File: config.mk
export PLATFORM = sky130hd
export DESIGN_NAME = router
export DESIGN_NICKNAME = d
export VERILOG_FILES = /design/src/common/router_pkg.sv /design/src/router/router.sv /design/src/router/tx_dispatch.sv /design/src/router/rx_arbiter.sv /design/src/router/port_link.sv /design/src/logic/flit_fifo.sv
export VERILOG_INCLUDE_DIRS = /design/src /design/src/common
export SDC_FILE = /design/constraint.sdc
export NUM_CORES = 1
export LEC_CHECK = 0
export BUFFER_PORTS_ARGS = -buffer_cell sky130_fd_sc_hd__buf_2
export CORE_MARGIN = 5
export CORE_UTILIZATION = 45
export DETAILED_ROUTE_END_ITERATION = 12
export GPL_TIMING_DRIVEN = 0
export HOLD_SLACK_MARGIN = 0.03
export REMOVE_ABC_BUFFERS = 1
export SLEW_MARGIN = 10
export SYNTH_ARGS = -nofsm -noshare
export SYNTH_HDL_FRONTEND = slang
export SYNTH_SLANG_ARGS = --single-unit
File: constraint.sdc
create_clock -name clk -period 6.2 [get_ports clk]
set_clock_uncertainty 0.2 [all_clocks]
set_input_delay 0.62 -clock clk [delete_from_list [all_inputs] [get_ports clk]]
set_output_delay 0.62 -clock clk [all_outputs]
set_load 0.01 [all_outputs]
File: src/common/router_defines.svh
`ifndef ROUTER_DEFINES_SVH
`define ROUTER_DEFINES_SVH

// flit width in bits, also the routing table address width
`define ROUTER_FLIT_W 8

// north, south, east, west, local
`define ROUTER_PORTS 5

// enough bits to name any port
`define ROUTER_PORT_W 3

// shared fifo holds 16 flits
`define ROUTER_FIFO_DEPTH_LOG2 4

`endif
File: src/common/router_pkg.sv
`default_nettype none

`include "router_defines.svh"

package router_pkg;

	typedef logic [`ROUTER_FLIT_W-1:0] flit_t;
	typedef logic [`ROUTER_PORT_W-1:0] port_idx_t;
	typedef logic [`ROUTER_PORTS-1:0] port_mask_t;

	// port order matches the bit order of every mask and link array
	typedef enum port_idx_t {
		port_north = 3'd0,
		port_south = 3'd1,
		port_east = 3'd2,
		port_west = 3'd3,
		port_local = 3'd4
	} port_e;

	// forward half of a link, ack comes back on its own wire
	typedef struct packed {
		logic req;
		flit_t flit;
	} link_t;

	typedef enum logic [1:0] {
		idle,
		lookup,
		deliver
	} disp_state_e;

endpackage

`default_nettype wire

File: src/router/router.sv
`default_nettype none

`include "router_defines.svh"

module router (
	input logic clk,
	input logic rst,
	input router_pkg::link_t [`ROUTER_PORTS-1:0] rx,
	output router_pkg::port_mask_t rx_ack,
	output router_pkg::link_t [`ROUTER_PORTS-1:0] tx,
	input router_pkg::port_mask_t tx_ack,
	output router_pkg::flit_t table_addr,
	input router_pkg::port_idx_t table_port
);

	router_pkg::link_t [`ROUTER_PORTS-1:0] rx_links; // input buffers -> arbiter
	router_pkg::port_mask_t rx_links_ack;
	router_pkg::link_t [`ROUTER_PORTS-1:0] tx_links; // dispatcher -> output buffers
	router_pkg::port_mask_t tx_links_ack;

	logic fifo_write;
	logic fifo_read;
	logic fifo_full;
	logic fifo_empty;
	router_pkg::flit_t fifo_din;
	router_pkg::flit_t fifo_dout;

	for (genvar i = 0; i < `ROUTER_PORTS; i++) begin : g_rx
		port_link rx_link (
			.clk(clk),
			.rst(rst),
			.up(rx[i]),
			.up_ack(rx_ack[i]),
			.down(rx_links[i]),
			.down_ack(rx_links_ack[i])
		);
	end

	rx_arbiter arb (
		.clk(clk),
		.rst(rst),
		.links(rx_links),
		.link_ack(rx_links_ack),
		.fifo_full(fifo_full),
		.fifo_write(fifo_write),
		.fifo_din(fifo_din)
	);

	// single shared queue, head-of-line blocking is expected
	flit_fifo fifo (
		.clk(clk),
		.rst(rst),
		.write(fifo_write),
		.din(fifo_din),
		.read(fifo_read),
		.dout(fifo_dout),
		.full(fifo_full),
		.empty(fifo_empty)
	);

	tx_dispatch disp (
		.clk(clk),
		.rst(rst),
		.fifo_empty(fifo_empty),
		.fifo_dout(fifo_dout),
		.fifo_read(fifo_read),
		.table_addr(table_addr),
		.table_port(table_port),
		.links(tx_links),
		.link_ack(tx_links_ack)
	);

	for (genvar j = 0; j < `ROUTER_PORTS; j++) begin : g_tx
		port_link tx_link (
			.clk(clk),
			.rst(rst),
			.up(tx_links[j]),
			.up_ack(tx_links_ack[j]),
			.down(tx[j]),
			.down_ack(tx_ack[j])
		);
	end

endmodule

`default_nettype wire

File: src/router/tx_dispatch.sv
`default_nettype none

`include "router_defines.svh"

module tx_dispatch (
	input logic clk,
	input logic rst,
	input logic fifo_empty,
	input router_pkg::flit_t fifo_dout,
	output logic fifo_read,
	output router_pkg::flit_t table_addr,
	input router_pkg::port_idx_t table_port,
	output router_pkg::link_t [`ROUTER_PORTS-1:0] links,
	input router_pkg::port_mask_t link_ack
);

	router_pkg::disp_state_e state;
	router_pkg::flit_t flit_q;
	router_pkg::port_idx_t port_q;
	logic req_q;

	// table sees the head during lookup, the held flit otherwise
	assign table_addr = (state == router_pkg::lookup) ? fifo_dout : flit_q;
	assign fifo_read = state == router_pkg::lookup;

	always_comb begin
		for (int i = 0; i < `ROUTER_PORTS; i++) begin
			links[i].req = req_q && (port_q == router_pkg::port_idx_t'(i));
			links[i].flit = flit_q;
		end
	end

	always_ff @(posedge clk) begin
		if (state == router_pkg::lookup) begin
			flit_q <= fifo_dout;
			port_q <= table_port;
		end
	end

	always_ff @(posedge clk) begin
		if (rst) begin
			state <= router_pkg::idle;
			req_q <= 1'b0;
		end else begin
			case (state)
				router_pkg::idle: begin
					if (!fifo_empty)
						state <= router_pkg::lookup;
				end
				router_pkg::lookup: begin
					// previous delivery ended with ack low, so req may rise now
					req_q <= 1'b1;
					state <= router_pkg::deliver;
				end
				router_pkg::deliver: begin
					if (req_q && link_ack[port_q])
						req_q <= 1'b0;
					else if (!req_q && !link_ack[port_q])
						state <= router_pkg::idle; // handshake complete
				end
				default: begin
					state <= router_pkg::idle;
					req_q <= 1'b0;
				end
			endcase
		end
	end

endmodule

`default_nettype wire

File: src/router/rx_arbiter.sv
`default_nettype none

`include "router_defines.svh"

module rx_arbiter (
	input logic clk,
	input logic rst,
	input router_pkg::link_t [`ROUTER_PORTS-1:0] links,
	output router_pkg::port_mask_t link_ack,
	input logic fifo_full,
	output logic fifo_write,
	output router_pkg::flit_t fifo_din
);

	router_pkg::port_idx_t ptr; // search starts here
	router_pkg::port_idx_t grant_idx;
	logic grant_valid;

	// port index plus an offset, wrapped at the port count
	function automatic router_pkg::port_idx_t wrap_add(router_pkg::port_idx_t base,
		int unsigned step);
		int unsigned sum;
		sum = base + step;
		if (sum >= `ROUTER_PORTS)
			sum = sum - `ROUTER_PORTS;
		return router_pkg::port_idx_t'(sum);
	endfunction

	always_comb begin
		grant_valid = 1'b0;
		grant_idx = ptr;
		for (int k = 0; k < `ROUTER_PORTS; k++) begin
			if (!grant_valid && links[wrap_add(ptr, k)].req && !link_ack[wrap_add(ptr, k)]) begin
				grant_valid = 1'b1;
				grant_idx = wrap_add(ptr, k);
			end
		end
	end

	// write goes in on the same edge that raises the ack
	assign fifo_write = grant_valid && !fifo_full;
	assign fifo_din = links[grant_idx].flit;

	always_ff @(posedge clk) begin
		if (rst) begin
			link_ack <= '0;
			ptr <= router_pkg::port_north;
		end else begin
			for (int i = 0; i < `ROUTER_PORTS; i++) begin
				if (link_ack[i] && !links[i].req)
					link_ack[i] <= 1'b0; // phase 4
			end
			if (fifo_write) begin
				link_ack[grant_idx] <= 1'b1;
				ptr <= wrap_add(grant_idx, 1); // next search skips the winner
			end
		end
	end

endmodule

`default_nettype wire

File: src/router/port_link.sv
`default_nettype none

module port_link (
	input logic clk,
	input logic rst,
	input router_pkg::link_t up,
	output logic up_ack,
	output router_pkg::link_t down,
	input logic down_ack
);

	router_pkg::flit_t data;
	logic full;
	logic sent; // downstream handshake done, waiting for ack to fall
	logic down_req;

	assign down.req = down_req;
	assign down.flit = data;

	always_ff @(posedge clk) begin
		if (!full && up.req && !up_ack)
			data <= up.flit;
	end

	always_ff @(posedge clk) begin
		if (rst) begin
			full <= 1'b0;
			sent <= 1'b0;
			up_ack <= 1'b0;
			down_req <= 1'b0;
		end else begin
			// upstream side
			if (!full && up.req && !up_ack) begin
				full <= 1'b1;
				up_ack <= 1'b1;
			end else if (up_ack && !up.req) begin
				up_ack <= 1'b0;
			end

			// replay downstream
			if (full && !sent && !down_req && !down_ack)
				down_req <= 1'b1;
			if (down_req && down_ack) begin
				down_req <= 1'b0;
				sent <= 1'b1;
			end
			if (sent && !down_ack) begin
				sent <= 1'b0;
				full <= 1'b0; // buffer free again
			end
		end
	end

endmodule

`default_nettype wire

File: src/logic/flit_fifo.sv
`default_nettype none

`include "router_defines.svh"

module flit_fifo (
	input logic clk,
	input logic rst,
	input logic write,
	input router_pkg::flit_t din,
	input logic read,
	output router_pkg::flit_t dout,
	output logic full,
	output logic empty
);

	localparam int depth = 1 << `ROUTER_FIFO_DEPTH_LOG2;

	router_pkg::flit_t mem [depth];
	logic [`ROUTER_FIFO_DEPTH_LOG2-1:0] wr_ptr;
	logic [`ROUTER_FIFO_DEPTH_LOG2-1:0] rd_ptr;
	logic [`ROUTER_FIFO_DEPTH_LOG2:0] count;
	logic do_write;
	logic do_read;

	assign do_write = write && !full;
	assign do_read = read && !empty;

	assign full = count[`ROUTER_FIFO_DEPTH_LOG2]; // msb only set at depth
	assign empty = count == '0;
	assign dout = mem[rd_ptr]; // head shows without a read

	always_ff @(posedge clk) begin
		if (do_write)
			mem[wr_ptr] <= din;
	end

	always_ff @(posedge clk) begin
		if (rst) begin
			wr_ptr <= '0;
			rd_ptr <= '0;
			count <= '0;
		end else begin
			if (do_write)
				wr_ptr <= wr_ptr + 1'b1;
			if (do_read)
				rd_ptr <= rd_ptr + 1'b1;
			case ({do_write, do_read})
				2'b10: count <= count + 1'b1;
				2'b01: count <= count - 1'b1;
				default: count <= count; // both or neither
			endcase
		end
	end

endmodule

`default_nettype wire

# --- Yosys cells after proc, flatten, opt, wreduce, memory -nomap -nowiden ---
# Memories as Yosys holds them, arrays and structs flattened. A register that Yosys moved wholly into a read port is not among the register bits.
# Cells that the tools add are included.
op_classes:
  n_addsub: 15
  magnitude_cmp: 14
  n_eq_ne: 12
  mux: 85
  n_bitwise: 2
  reduce_logical: 214
ops:
  columns: ["op", "n"]
  rows:
  - ["$bmux 9 s3", 6]
  - ["$logic_and 1x1->1", 105]
  - ["$logic_not 1->1", 73]
  - ["$mux 1", 45]
  - ["$mux 9", 5]
  - ["$reduce_or 2->1", 20]
  - ["$mux 3", 11]
  - ["$lt 3x4->1 const B", 7]
  - ["$reduce_bool 2->1", 11]
  - ["$ge 4x3->1 const B", 5]
  - ["$bmux 1 s3", 6]
  - ["$sub 3x3->3 const B", 6]
  - ["$mux 8", 2]
  - ["$pmux 5 s2", 1]
  - ["$add 3x1->4 const B", 2]
  - ["$add 3x2->4 const B", 2]
  - ["$add 4x1->4 const B", 2]
  - ["$mux 4", 2]
  - ["$eq 3x2->1 const B", 2]
  - ["$mux 2", 3]
  - ["$pmux 2 s3", 1]
  - ["$add 5x1->5 const B", 1]
  - ["$logic_not 5->1", 1]
  - ["$mux 5", 1]
  - ["other kinds (18)", 22]
word_totals:
  reg_bits: 155
  ramBits: 128
  inputBits: 55
  out_inout_bits: 58
  word_cells: 402
  n_memories: 1
mem_list:
  columns: ["memory", "words", "width", "rd", "rd_ports_with_merged_regs", "wr", "line", "text"]
  rows:
  - ["fifo.mem", 16, 8, 1, 1, 1, "flit_fifo.sv:18", "router_pkg::flit_t mem [depth];"]

# --- Longest topological paths before layout ---
# Gate-level depths: netlist (run 1).
logic_depth:
  depth_word: 29
  mapped_depth: 23
  depth_no_buf: 20

# --- Hierarchy ---
# A second synthesis (run 1) with hierarchy kept.
unflattened:
  hier_cells: 854
  hier_area_um2: 12632.1
by_module_without_submodules:
  columns: ["mod", "instances", "cells_per_inst", "area_per_inst_um2", "seq_area_each_um2"]
  rows:
  - ["flit_fifo", 1, 293, 5730.5, 4184.0]
  - ["port_link", 10, 24, 406.6, 320.3]
  - ["rx_arbiter", 1, 242, 2011.9, 160.2]
  - ["tx_dispatch", 1, 79, 823.3, 310.3]

# --- Least setup slack after synthesis (run 1) ---
# No wires, ideal clock.
synth_path:
  kind: "reg-to-reg"
  startpoint: "reg arb.ptr[0]"
  endpoint: "reg fifo.count[4]"
  setup_ps: 71
  arrival_ps: 4263
  t_required_ps: 5929
  setup_slack_ps: 1666
  stages_incl_launch_ff: 24
  n_path_buf: 3
  period_less_slack_ps: 4534
  path_cell_list: "dfxtp_1 -> buf_6 -> inv_2 -> buf_2 -> ha_1 -> inv_1 -> fa_1 -> buf_2 -> clkinv_1 -> a22oi_1 -> o32ai_1 -> and3_1 -> o2111a_2 -> a21oi_1 -> inv_1 -> ha_1 -> inv_1 -> fa_1 -> inv_1 -> a21o_1 -> a21oi_1 -> xnor2_1 -> or3_1 -> a21oi_1"
synth_between:
  elab_chain_len: 27
  elab_cells_between_ends: 68
  cone_classes: "add/sub: 9; order compare: 5; eq/ne: 2; mux: 31; reduce/logical: 21"
synth_lines:
  columns: ["element", "line", "text"]
  rows:
  - ["start, declared", "rx_arbiter.sv:15", "router_pkg::port_idx_t ptr;"]
  - ["start signal, assigned", "rx_arbiter.sv:47", "ptr <= router_pkg::port_north;"]
  - ["start signal, assigned", "rx_arbiter.sv:55", "ptr <= wrap_add(grant_idx, 1);"]
  - ["branches (longest 22 deep; another with $add 3x1->4)", null, null]
  - ["$mux 1 (*)", "rx_arbiter.sv:33", "if (!grant_valid && links[wrap_add(ptr, k)].req && !link_ack[wrap_add(ptr, k)]) begin"]
  - ["$logic_and 1x1->1 (*)", "rx_arbiter.sv:41", "assign fifo_write = grant_valid && !fifo_full;"]
  - ["$logic_and 1x1->1 (*)", "flit_fifo.sv:25", "assign do_write = write && !full;"]
  - ["$eq 2x1->1 / $eq 2x2->1 (equally long branches)", "flit_fifo.sv:47", "case ({do_write, do_read})"]
  - ["$pmux 5 s2 / $reduce_bool 2->1 (equally long branches)", null, null]
  - ["end signal, assigned", "flit_fifo.sv:48", "2'b10: count <= count + 1'b1;"]
  - ["end signal, assigned", "flit_fifo.sv:49", "2'b01: count <= count - 1'b1;"]
  - ["end signal, assigned", "flit_fifo.sv:50", "default: count <= count;"]
  - ["end, declared", "flit_fifo.sv:21", "logic [`ROUTER_FIFO_DEPTH_LOG2:0] count;"]
# Mark *: on every way between the ends. The select of a mux whose other input is x is not followed.
# A chain may end at the register's enable or synchronous reset.

# --- Worst setup path in the final report (run 1) ---
# Ends and elaborated chain as after synthesis.

==> results of run 1 <==
[layout by cell type, fill, tap and decap left out, drive strengths merged, types with 6 or more instances in the layout]
master,synthesis,layout
a211oi,9,9
a21o,6,6
a21oi,40,40
and3,11,11
buf,33,122
clkbuf,15,39
clkinv,1,8
dfxtp,76,76
dlygate4sd3,0,25
edfxtp,211,211
ha,20,20
inv,29,33
mux2,18,18
mux2i,11,11
mux4,42,42
nand2,27,27
nand2b,23,23
nand3,25,25
nand4,8,8
nor2,56,56
nor2b,15,15
nor3,26,26
nor3b,9,9
nor4,6,6
o211a,12,12
o21ai,20,20
o221a,11,11
xor2,7,7
[cell type report]
class                           count  area, um^2  area share (%)
Multi-Input combinational cell    491        4270            29.2
Timing Repair Buffer              148         922            6.31
Clock inverter                     18         230            1.57
Clock buffer                       38         801            5.48
Sequential cell                   287        7860            53.8
Tap cell                          341         427            2.92
Inverter                           30         113           0.770
[stage by stage]
step	hold slack (ns)	total power, mW	setup slack [ns]
2_1_floorplan	0.247	5.68	0.827
4_1_cts	0.0308	8.68	0.385
6_report	0.0551	8.66	0.604
3_5_place_dp	0.287	6.78	-0.145
3_3_place_gp	0.280	6.68	-0.874
5_1_grt	0.0333	9.23	0.234
[power groups by stage]
| stage | logic, mW | registers, mW | clock network, mW |
|---|---|---|---|
| after floorplan | 2.31 | 3.37 | 0 |
| after global placement | 3.23 | 3.45 | 0 |
| after detailed placement | 3.35 | 3.44 | 0 |
| after CTS | 3.41 | 3.39 | 1.87 |
| after global routing | 3.88 | 3.39 | 1.96 |
| final | 3.47 | 3.36 | 1.83 |
[final timing paths]
| kind | start | to | slack [ns] |
|---|---|---|---|
| hold / removal | rx[39] | g_rx[4].rx_link.data[3] | 0.06 |
| setup / recovery | arb.ptr[0] | fifo.count[4] | 0.60 |
| setup reg to reg | arb.ptr[0] | fifo.count[4] | 0.60 |
| hold reg to reg | g_rx[1].rx_link.sent | g_rx[1].rx_link.sent | 0.30 |
[registers in the layout, indices dropped and copies added (netlist names), 8 cells and up, named ones only]
register	count
g_rx.rx_link.data	40
g_tx.tx_link.data	40
fifo.mem	128
disp.flit_q	8
[routing by layer]
layer	vias to the layer above	part of all wire (%)	global-route usage (%)
li1	3595	-	-
met1	3624	46	24.1
met2	246	46	26.2
met3	33	6.5	2.85
met4	0	1.7	3.54
met5	-	0	0
[synth_stat cells, types with 15 or more instances]
| library cell | number |
|---|---|
| nand2_1 | 25 |
| nand2b_1 | 21 |
| nor2_1 | 52 |
| dfxtp_1 | 76 |
| ha_1 | 20 |
| nor2b_1 | 15 |
| o21ai_0 | 19 |
| nand3_1 | 25 |
| edfxtp_1 | 211 |
| mux4_2 | 42 |
| a21oi_1 | 40 |
| clkbuf_1 | 15 |
| inv_1 | 26 |
| nor3_1 | 24 |
[logic make-up (layout without fill, tap and decap cells)]
| logic type | Yosys count | in the layout | share of synthesized area [%] |
|---|---|---|---|
| AO/OA/AOI/OAI | 162 | 162 | 10.1 |
| AND/OR/NAND/NOR | 224 | 224 | 9.97 |
| XOR/XNOR | 12 | 12 | 0.909 |
| flip-flops | 287 | 287 | 63.4 |
| multiplexers | 71 | 71 | 10.2 |
| buffers and inverters | 78 | 234 | 3.09 |
| adder cells (fa/ha/maj) | 22 | 22 | 2.34 |
[what timing repair did]
| action | in CTS | in global routing |
|---|---|---|
| hold buffers | 25 | 0 |
| gates resized for setup | 4 | 1 |
| endpoints found under the setup margin | 65 | 1 |
| hold endpoints to repair | 25 | 0 |
==> impl_metrics.csv, run 1 <==
group,metric,value,unit
outcome,run_status,"completed",
layout,finish.instance_area,14600,um^2
critical_path,most_repeated_library_cell_on_the_critical_path,"inv_1",
layout,post-route-util,54.1,%
power,internal-power,5.46,mW
timing,hold_viol,0,
critical_path,critical_path.cell_chain,"inv_2, ha_1, nor3b_1, o21ai_0, a221oi_4, nor2_2, o2111a_2, a21oi_4, inv_1, ha_1, inv_1, fa_1, inv_1, a21o_1, a21oi_1, xnor2_1, or3_1, a21oi_1",
cts,worstSkewPairLatency,0.56,ns
min_path,depth_of_the_worst_hold_timing_path,1,
timing,final.min_clock_period,5.60,ns
synth,seq_area_frac_synth,63.4,%
power,seqPwrFrac,38.8,%
placement,inst_count_dp,1270,
layout,final_nets,1065,
route,drt_pass1_iterations,5,
cts,clk_transition_reported_paths,0.06,ns
critical_path,start_kind,"flip-flop",
layout,fill_cells,2193,
power,comb_power_share,40.1,%
cts,cts_buffers,30,
critical_path,critical_path_depth,18,
timing,timing_worst_slew_pin_value,0.979,ns
timing,finalSetupViolCount,0,
critical_path,timing.critical_path.fanout_max,29,
global_routing,grt_use_total,16.5,%
global_routing,grt.overflow.total,0,
placement,hpwl,17700,um
critical_path,data_required_critical_path,6.48,ns
timing,setup-tns-final,0,ns
cts,clock_sink_count,287,
power,power_frac_clock,21.1,%
route,route.detailed.vias_per_inst,5.54,
synth,post-synth-top-area-fraction,51.1,%
global_routing,maximum_number_of_pins_on_one_net_before_global_route_repair,39,
synth,synth_top_area_cell,"edfxtp_1",
cts,cts_tree,"yes",
route,finalWirelength,25500,um
timing,clock.fmax,0.179,GHz
route,wire_per_inst,18.9,um
global_routing,grt_pass1_vias,7352,
floorplanning,die_height,176,um
flow_run,max-cap-violations,0,
placement,place.gp.congestion,0.895,
floorplanning,num_io_pins,113,
critical_path,reg2regPathDepth,18,
placement,placement.io_buffers,112,
synth,syn_inst,856,
route,drt_iter0_markers,486,
synth,synth_warnings,0,
route,detailroute.via_count,7498,
synth,synth.ff_latch_count,287,
timing,maxSlewViolCount,0,
synth,synth-edff-count,211,
timing,rsz_0062_raised_after_global_routing,"no",
synth,ys_async_sr_fraction,0,%
cts,clk_root_buffer_cell,"clkbuf_16",
layout,area_delta_synth_final,18.0,%
synth,postSynth.topFlopCell,"edfxtp_1",
critical_path,cp.arrival,5.88,ns
synth,synthesis.area_per_instance,14.5,um^2
min_path,worst_hold_path_type,"in -> reg",
floorplanning,fp-row-count,60,
global_routing,grt_antenna_before_repair,0,
critical_path,cpLargestDelayFamily,"compound AO/OA/AOI/OAI gates",
power,vdd_ir_drop_max,328,uV
layout,insertedDiodeCount,0,
critical_path,cpMaxStageDelayCell,"dfxtp_2",
timing,max_slew_margin,34.6,%
critical_path,cp.buffers_inverters,4,
global_routing,global_route_wire_length_before_repair,40900,um
cts,clk_path_buf_depth,3,
floorplanning,die_width,176,um
power,switchingPower,3.20,mW
placement,placedInstanceArea,13300,um^2
critical_path,critical_path_class,"reg -> reg",
layout,final_layout_size_suffix_gt1_share,29.2,%
power,power.leakage,5.31,nW
critical_path,max_stage_delay,0.70,ns
critical_path,element_type_at_the_critical_path_end,"flip-flop",
power,switching_share,37.0,%
route,ant_nets,0,
synth,post_synth_num_cell_types,90,
floorplanning,floorplan.core_area,27000,um^2
route,remaining_drc_errors,0,
cts,postCtsSetupBuffers,0,
floorplanning,die_area,31000,um^2
timing,layout_worst_path_cycle_share,90.3,%
cts,cts.htree.levels,1,
floorplanning,initial_core_util,45.9,%
synth,synthTopCellsByArea,"edfxtp_1, dfxtp_1, mux4_2",
power,power-per-cell-area,592,nW/um^2
layout,instances_no_fill,1353,
synth,synth_area,12400,um^2
Note: power is estimated with default switching activity, not from simulation.
==> inputs of run 2 (changes only) <==
- ABC_AREA: default -> 1
==> impl_metrics.csv, run 2 <==
group,metric,value,unit
outcome,run_status,"completed",
synth,synth_warnings,0,
synth,synth_most_common_cell,"edfxtp_1",
route,drt_iter0_markers,593,
critical_path,cp.buffers_inverters,3,
layout,insertedDiodeCount,0,
synth,synth_top_area_cell,"edfxtp_1",
global_routing,use_met2,30.9,%
critical_path,cpMaxStageDelayCell,"dfxtp_1",
cts,worstSkewPairLatency,0.54,ns
synth,yosys.area_share.adder,2.42,%
synth,syn_inst,1123,
cts,postCtsResizedCells,0,
cts,postCtsSetupBuffers,0,
flow_run,max-cap-violations,0,
critical_path,cpLargestDelayFamily,"simple AND/OR/NAND/NOR gates",
synth,postSynth.topFlopCell,"edfxtp_1",
floorplanning,fp-row-count,59,
floorplanning,die_width,173,um
synth,synth_area,12000,um^2
route,finalWirelength,27400,um
global_routing,global_route_wire_length_before_repair,44100,um
synth,synth.ff_latch_count,287,
critical_path,most_repeated_library_cell_on_the_critical_path,"nand2_1",
layout,final_layout_size_suffix_gt1_share,16.2,%
critical_path,element_type_at_the_critical_path_end,"flip-flop",
timing,rsz_0062_raised_after_global_routing,"no",
layout,final_nets,1302,
floorplanning,floorplan.core_area,26100,um^2
timing,timing_worst_slew_pin_value,1.15,ns
global_routing,grt.overflow.total,0,
placement,hpwl,18500,um
cts,cts.htree.levels,1,
route,detailroute.via_count,8272,
layout,reg_top3,"fifo.mem x128, g_rx.rx_link.data x40, g_tx.tx_link.data x40",
critical_path,critical_path.cell_chain,"inv_2, ha_1, ha_1, or2_2, o21ai_1, nor2_1, nand3_1, nand2_1, nor2_2, nand3_2, nand2_1, inv_1, nand2_1, nand2_1, nand2_2, inv_2, nand2_1, nand2_1, nand2_1, nand3_1",
cts,clk_transition_reported_paths,0.06,ns
timing,maxSlewViolCount,0,
timing,max_slew_margin,22.5,%
critical_path,critical_path_class,"reg -> reg",
critical_path,data_required_critical_path,6.05,ns
synth,main_combinational_cell_family_by_area_after_synthesis,"simple AND/OR/NAND/NOR gates",
floorplanning,num_io_pins,113,
route,wire_per_inst,17.3,um
layout,finish.instance_area,13800,um^2
placement,placedInstanceArea,12800,um^2
layout,layout_common_cells,"edfxtp_1, nand2_1, nor2_1",
timing,final.min_clock_period,5.23,ns
placement,placement.io_buffers,112,
global_routing,grt_antenna_before_repair,0,
synth,share_of_cell_area_taken_by_muxes_after_synthesis,0,%
synth,synth.cells.most_frequent,"edfxtp_1, nand2_1, nor2_1, o21ai_0, inv_1",
cts,clk_path_buf_depth,3,
timing,hold_viol,0,
layout,largest_register_ff_count,128,
global_routing,grt_pass1_vias,8203,
global_routing,maximum_number_of_pins_on_one_net_before_global_route_repair,47,
timing,finalSetupViolCount,0,
layout,largest_register,"fifo.mem",
floorplanning,die_height,173,um
synth,synthTopCellsByArea,"edfxtp_1, dfxtp_1, nand2_1",
critical_path,start_kind,"flip-flop",
synth,post_synth_num_cell_types,44,
critical_path,max_stage_delay,0.76,ns
global_routing,met3_usage,2.86,%
floorplanning,die_area,30000,um^2
layout,area_delta_synth_final,14.8,%
critical_path,cp.arrival,5.08,ns
synth,simple_gate_fraction_of_synth_area,16.5,%
layout,layout_commonest_cell,"edfxtp_1",
route,ant_nets,0,
synth,synthesis.area_per_instance,10.7,um^2
global_routing,met1_usage,24.1,%
synth,ys_async_sr_fraction,0,%
synth,synthXorXnorAreaFrac,0.219,%
route,remaining_drc_errors,0,
cts,cts_tree,"yes",
floorplanning,initial_core_util,45.9,%
global_routing,grt_use_total,18.0,%
global_routing,grt.busiest_layer,"met2",
synth,post-synth-top-area-fraction,52.9,%
cts,clock_sink_count,287,
placement,place.gp.congestion,0.854,
cts,ctsHoldBuffers,0,
synth,seq_area_frac_synth,65.6,%
timing,clock.fmax,0.191,GHz
min_path,worst_hold_path_type,"in -> reg",
cts,clk_root_buffer_cell,"clkbuf_16",
cts,cts_buffers,29,
timing,layout_worst_path_cycle_share,84.4,%
synth,synth_compound_gate_area_share,10.3,%
route,drt_pass1_iterations,5,
route,route.detailed.vias_per_inst,5.23,
synth,synth-edff-count,211,
critical_path,timing.critical_path.fanout_max,22,
-- run 2: final cells by class --
| type | count | area (um^2) |
|---|---|---|
| fill | 2366 | 12400 |
| sequential | 287 | 7860 |
| multi-input combinational | 690 | 3560 |
| clock buffer | 35 | 748 |
| timing repair buffer | 114 | 601 |
| tap | 335 | 419 |
| inverter | 103 | 388 |
| clock inverter | 19 | 178 |
-- run 2: final timing paths --
kind	from	end	slack, ns	cells after the start
worst max-delay path	arb.ptr[0]	fifo.mem[13][7]	0.97	20
worst min-delay path	rx[4]	g_rx[0].rx_link.data[4]	0.05	1
worst max register to register	arb.ptr[0]	fifo.mem[13][7]	0.97	20
worst min register to register	g_rx[1].rx_link.sent	g_rx[1].rx_link.full	0.23	1
-- run 2: per-stage QoR --
step                      cells  util, %  setup slack [ns]  hold WS (ns)  TNS, ns
after global routing       1583     52.6             0.524        0.0310        0
after CTS                  1583     52.6             0.956        0.0325        0
after detailed placement   1529     49.0             0.975         0.226        0
after floorplan            1080        -              2.11         0.210        0
final                      1583     52.6             0.966        0.0521        0
after global placement     1527     48.8            -0.232         0.224    -1.32
-- run 2: cells by family (layout without fill, tap and decap cells) --
group                      Yosys count  after routing
buffers and inverters              146            271
xor gates and xnor gates             3              3
adders and majority gates           22             22
DFF                                287            287
and+or+nand+nor                    455            455
AOI/OAI and AO/OA                  210            210
-- run 2: layer usage --
metal  up-vias  share of wire, %
met4         0               2.2
met1      3906                45
met2       213                48
li1       4114                 -
met3        39               4.9
met5         -                 0
Power of run 2 is left out: the tool's default activity adds up to more than one toggle a clock period on the data nets, which glitch-free logic cannot reach.
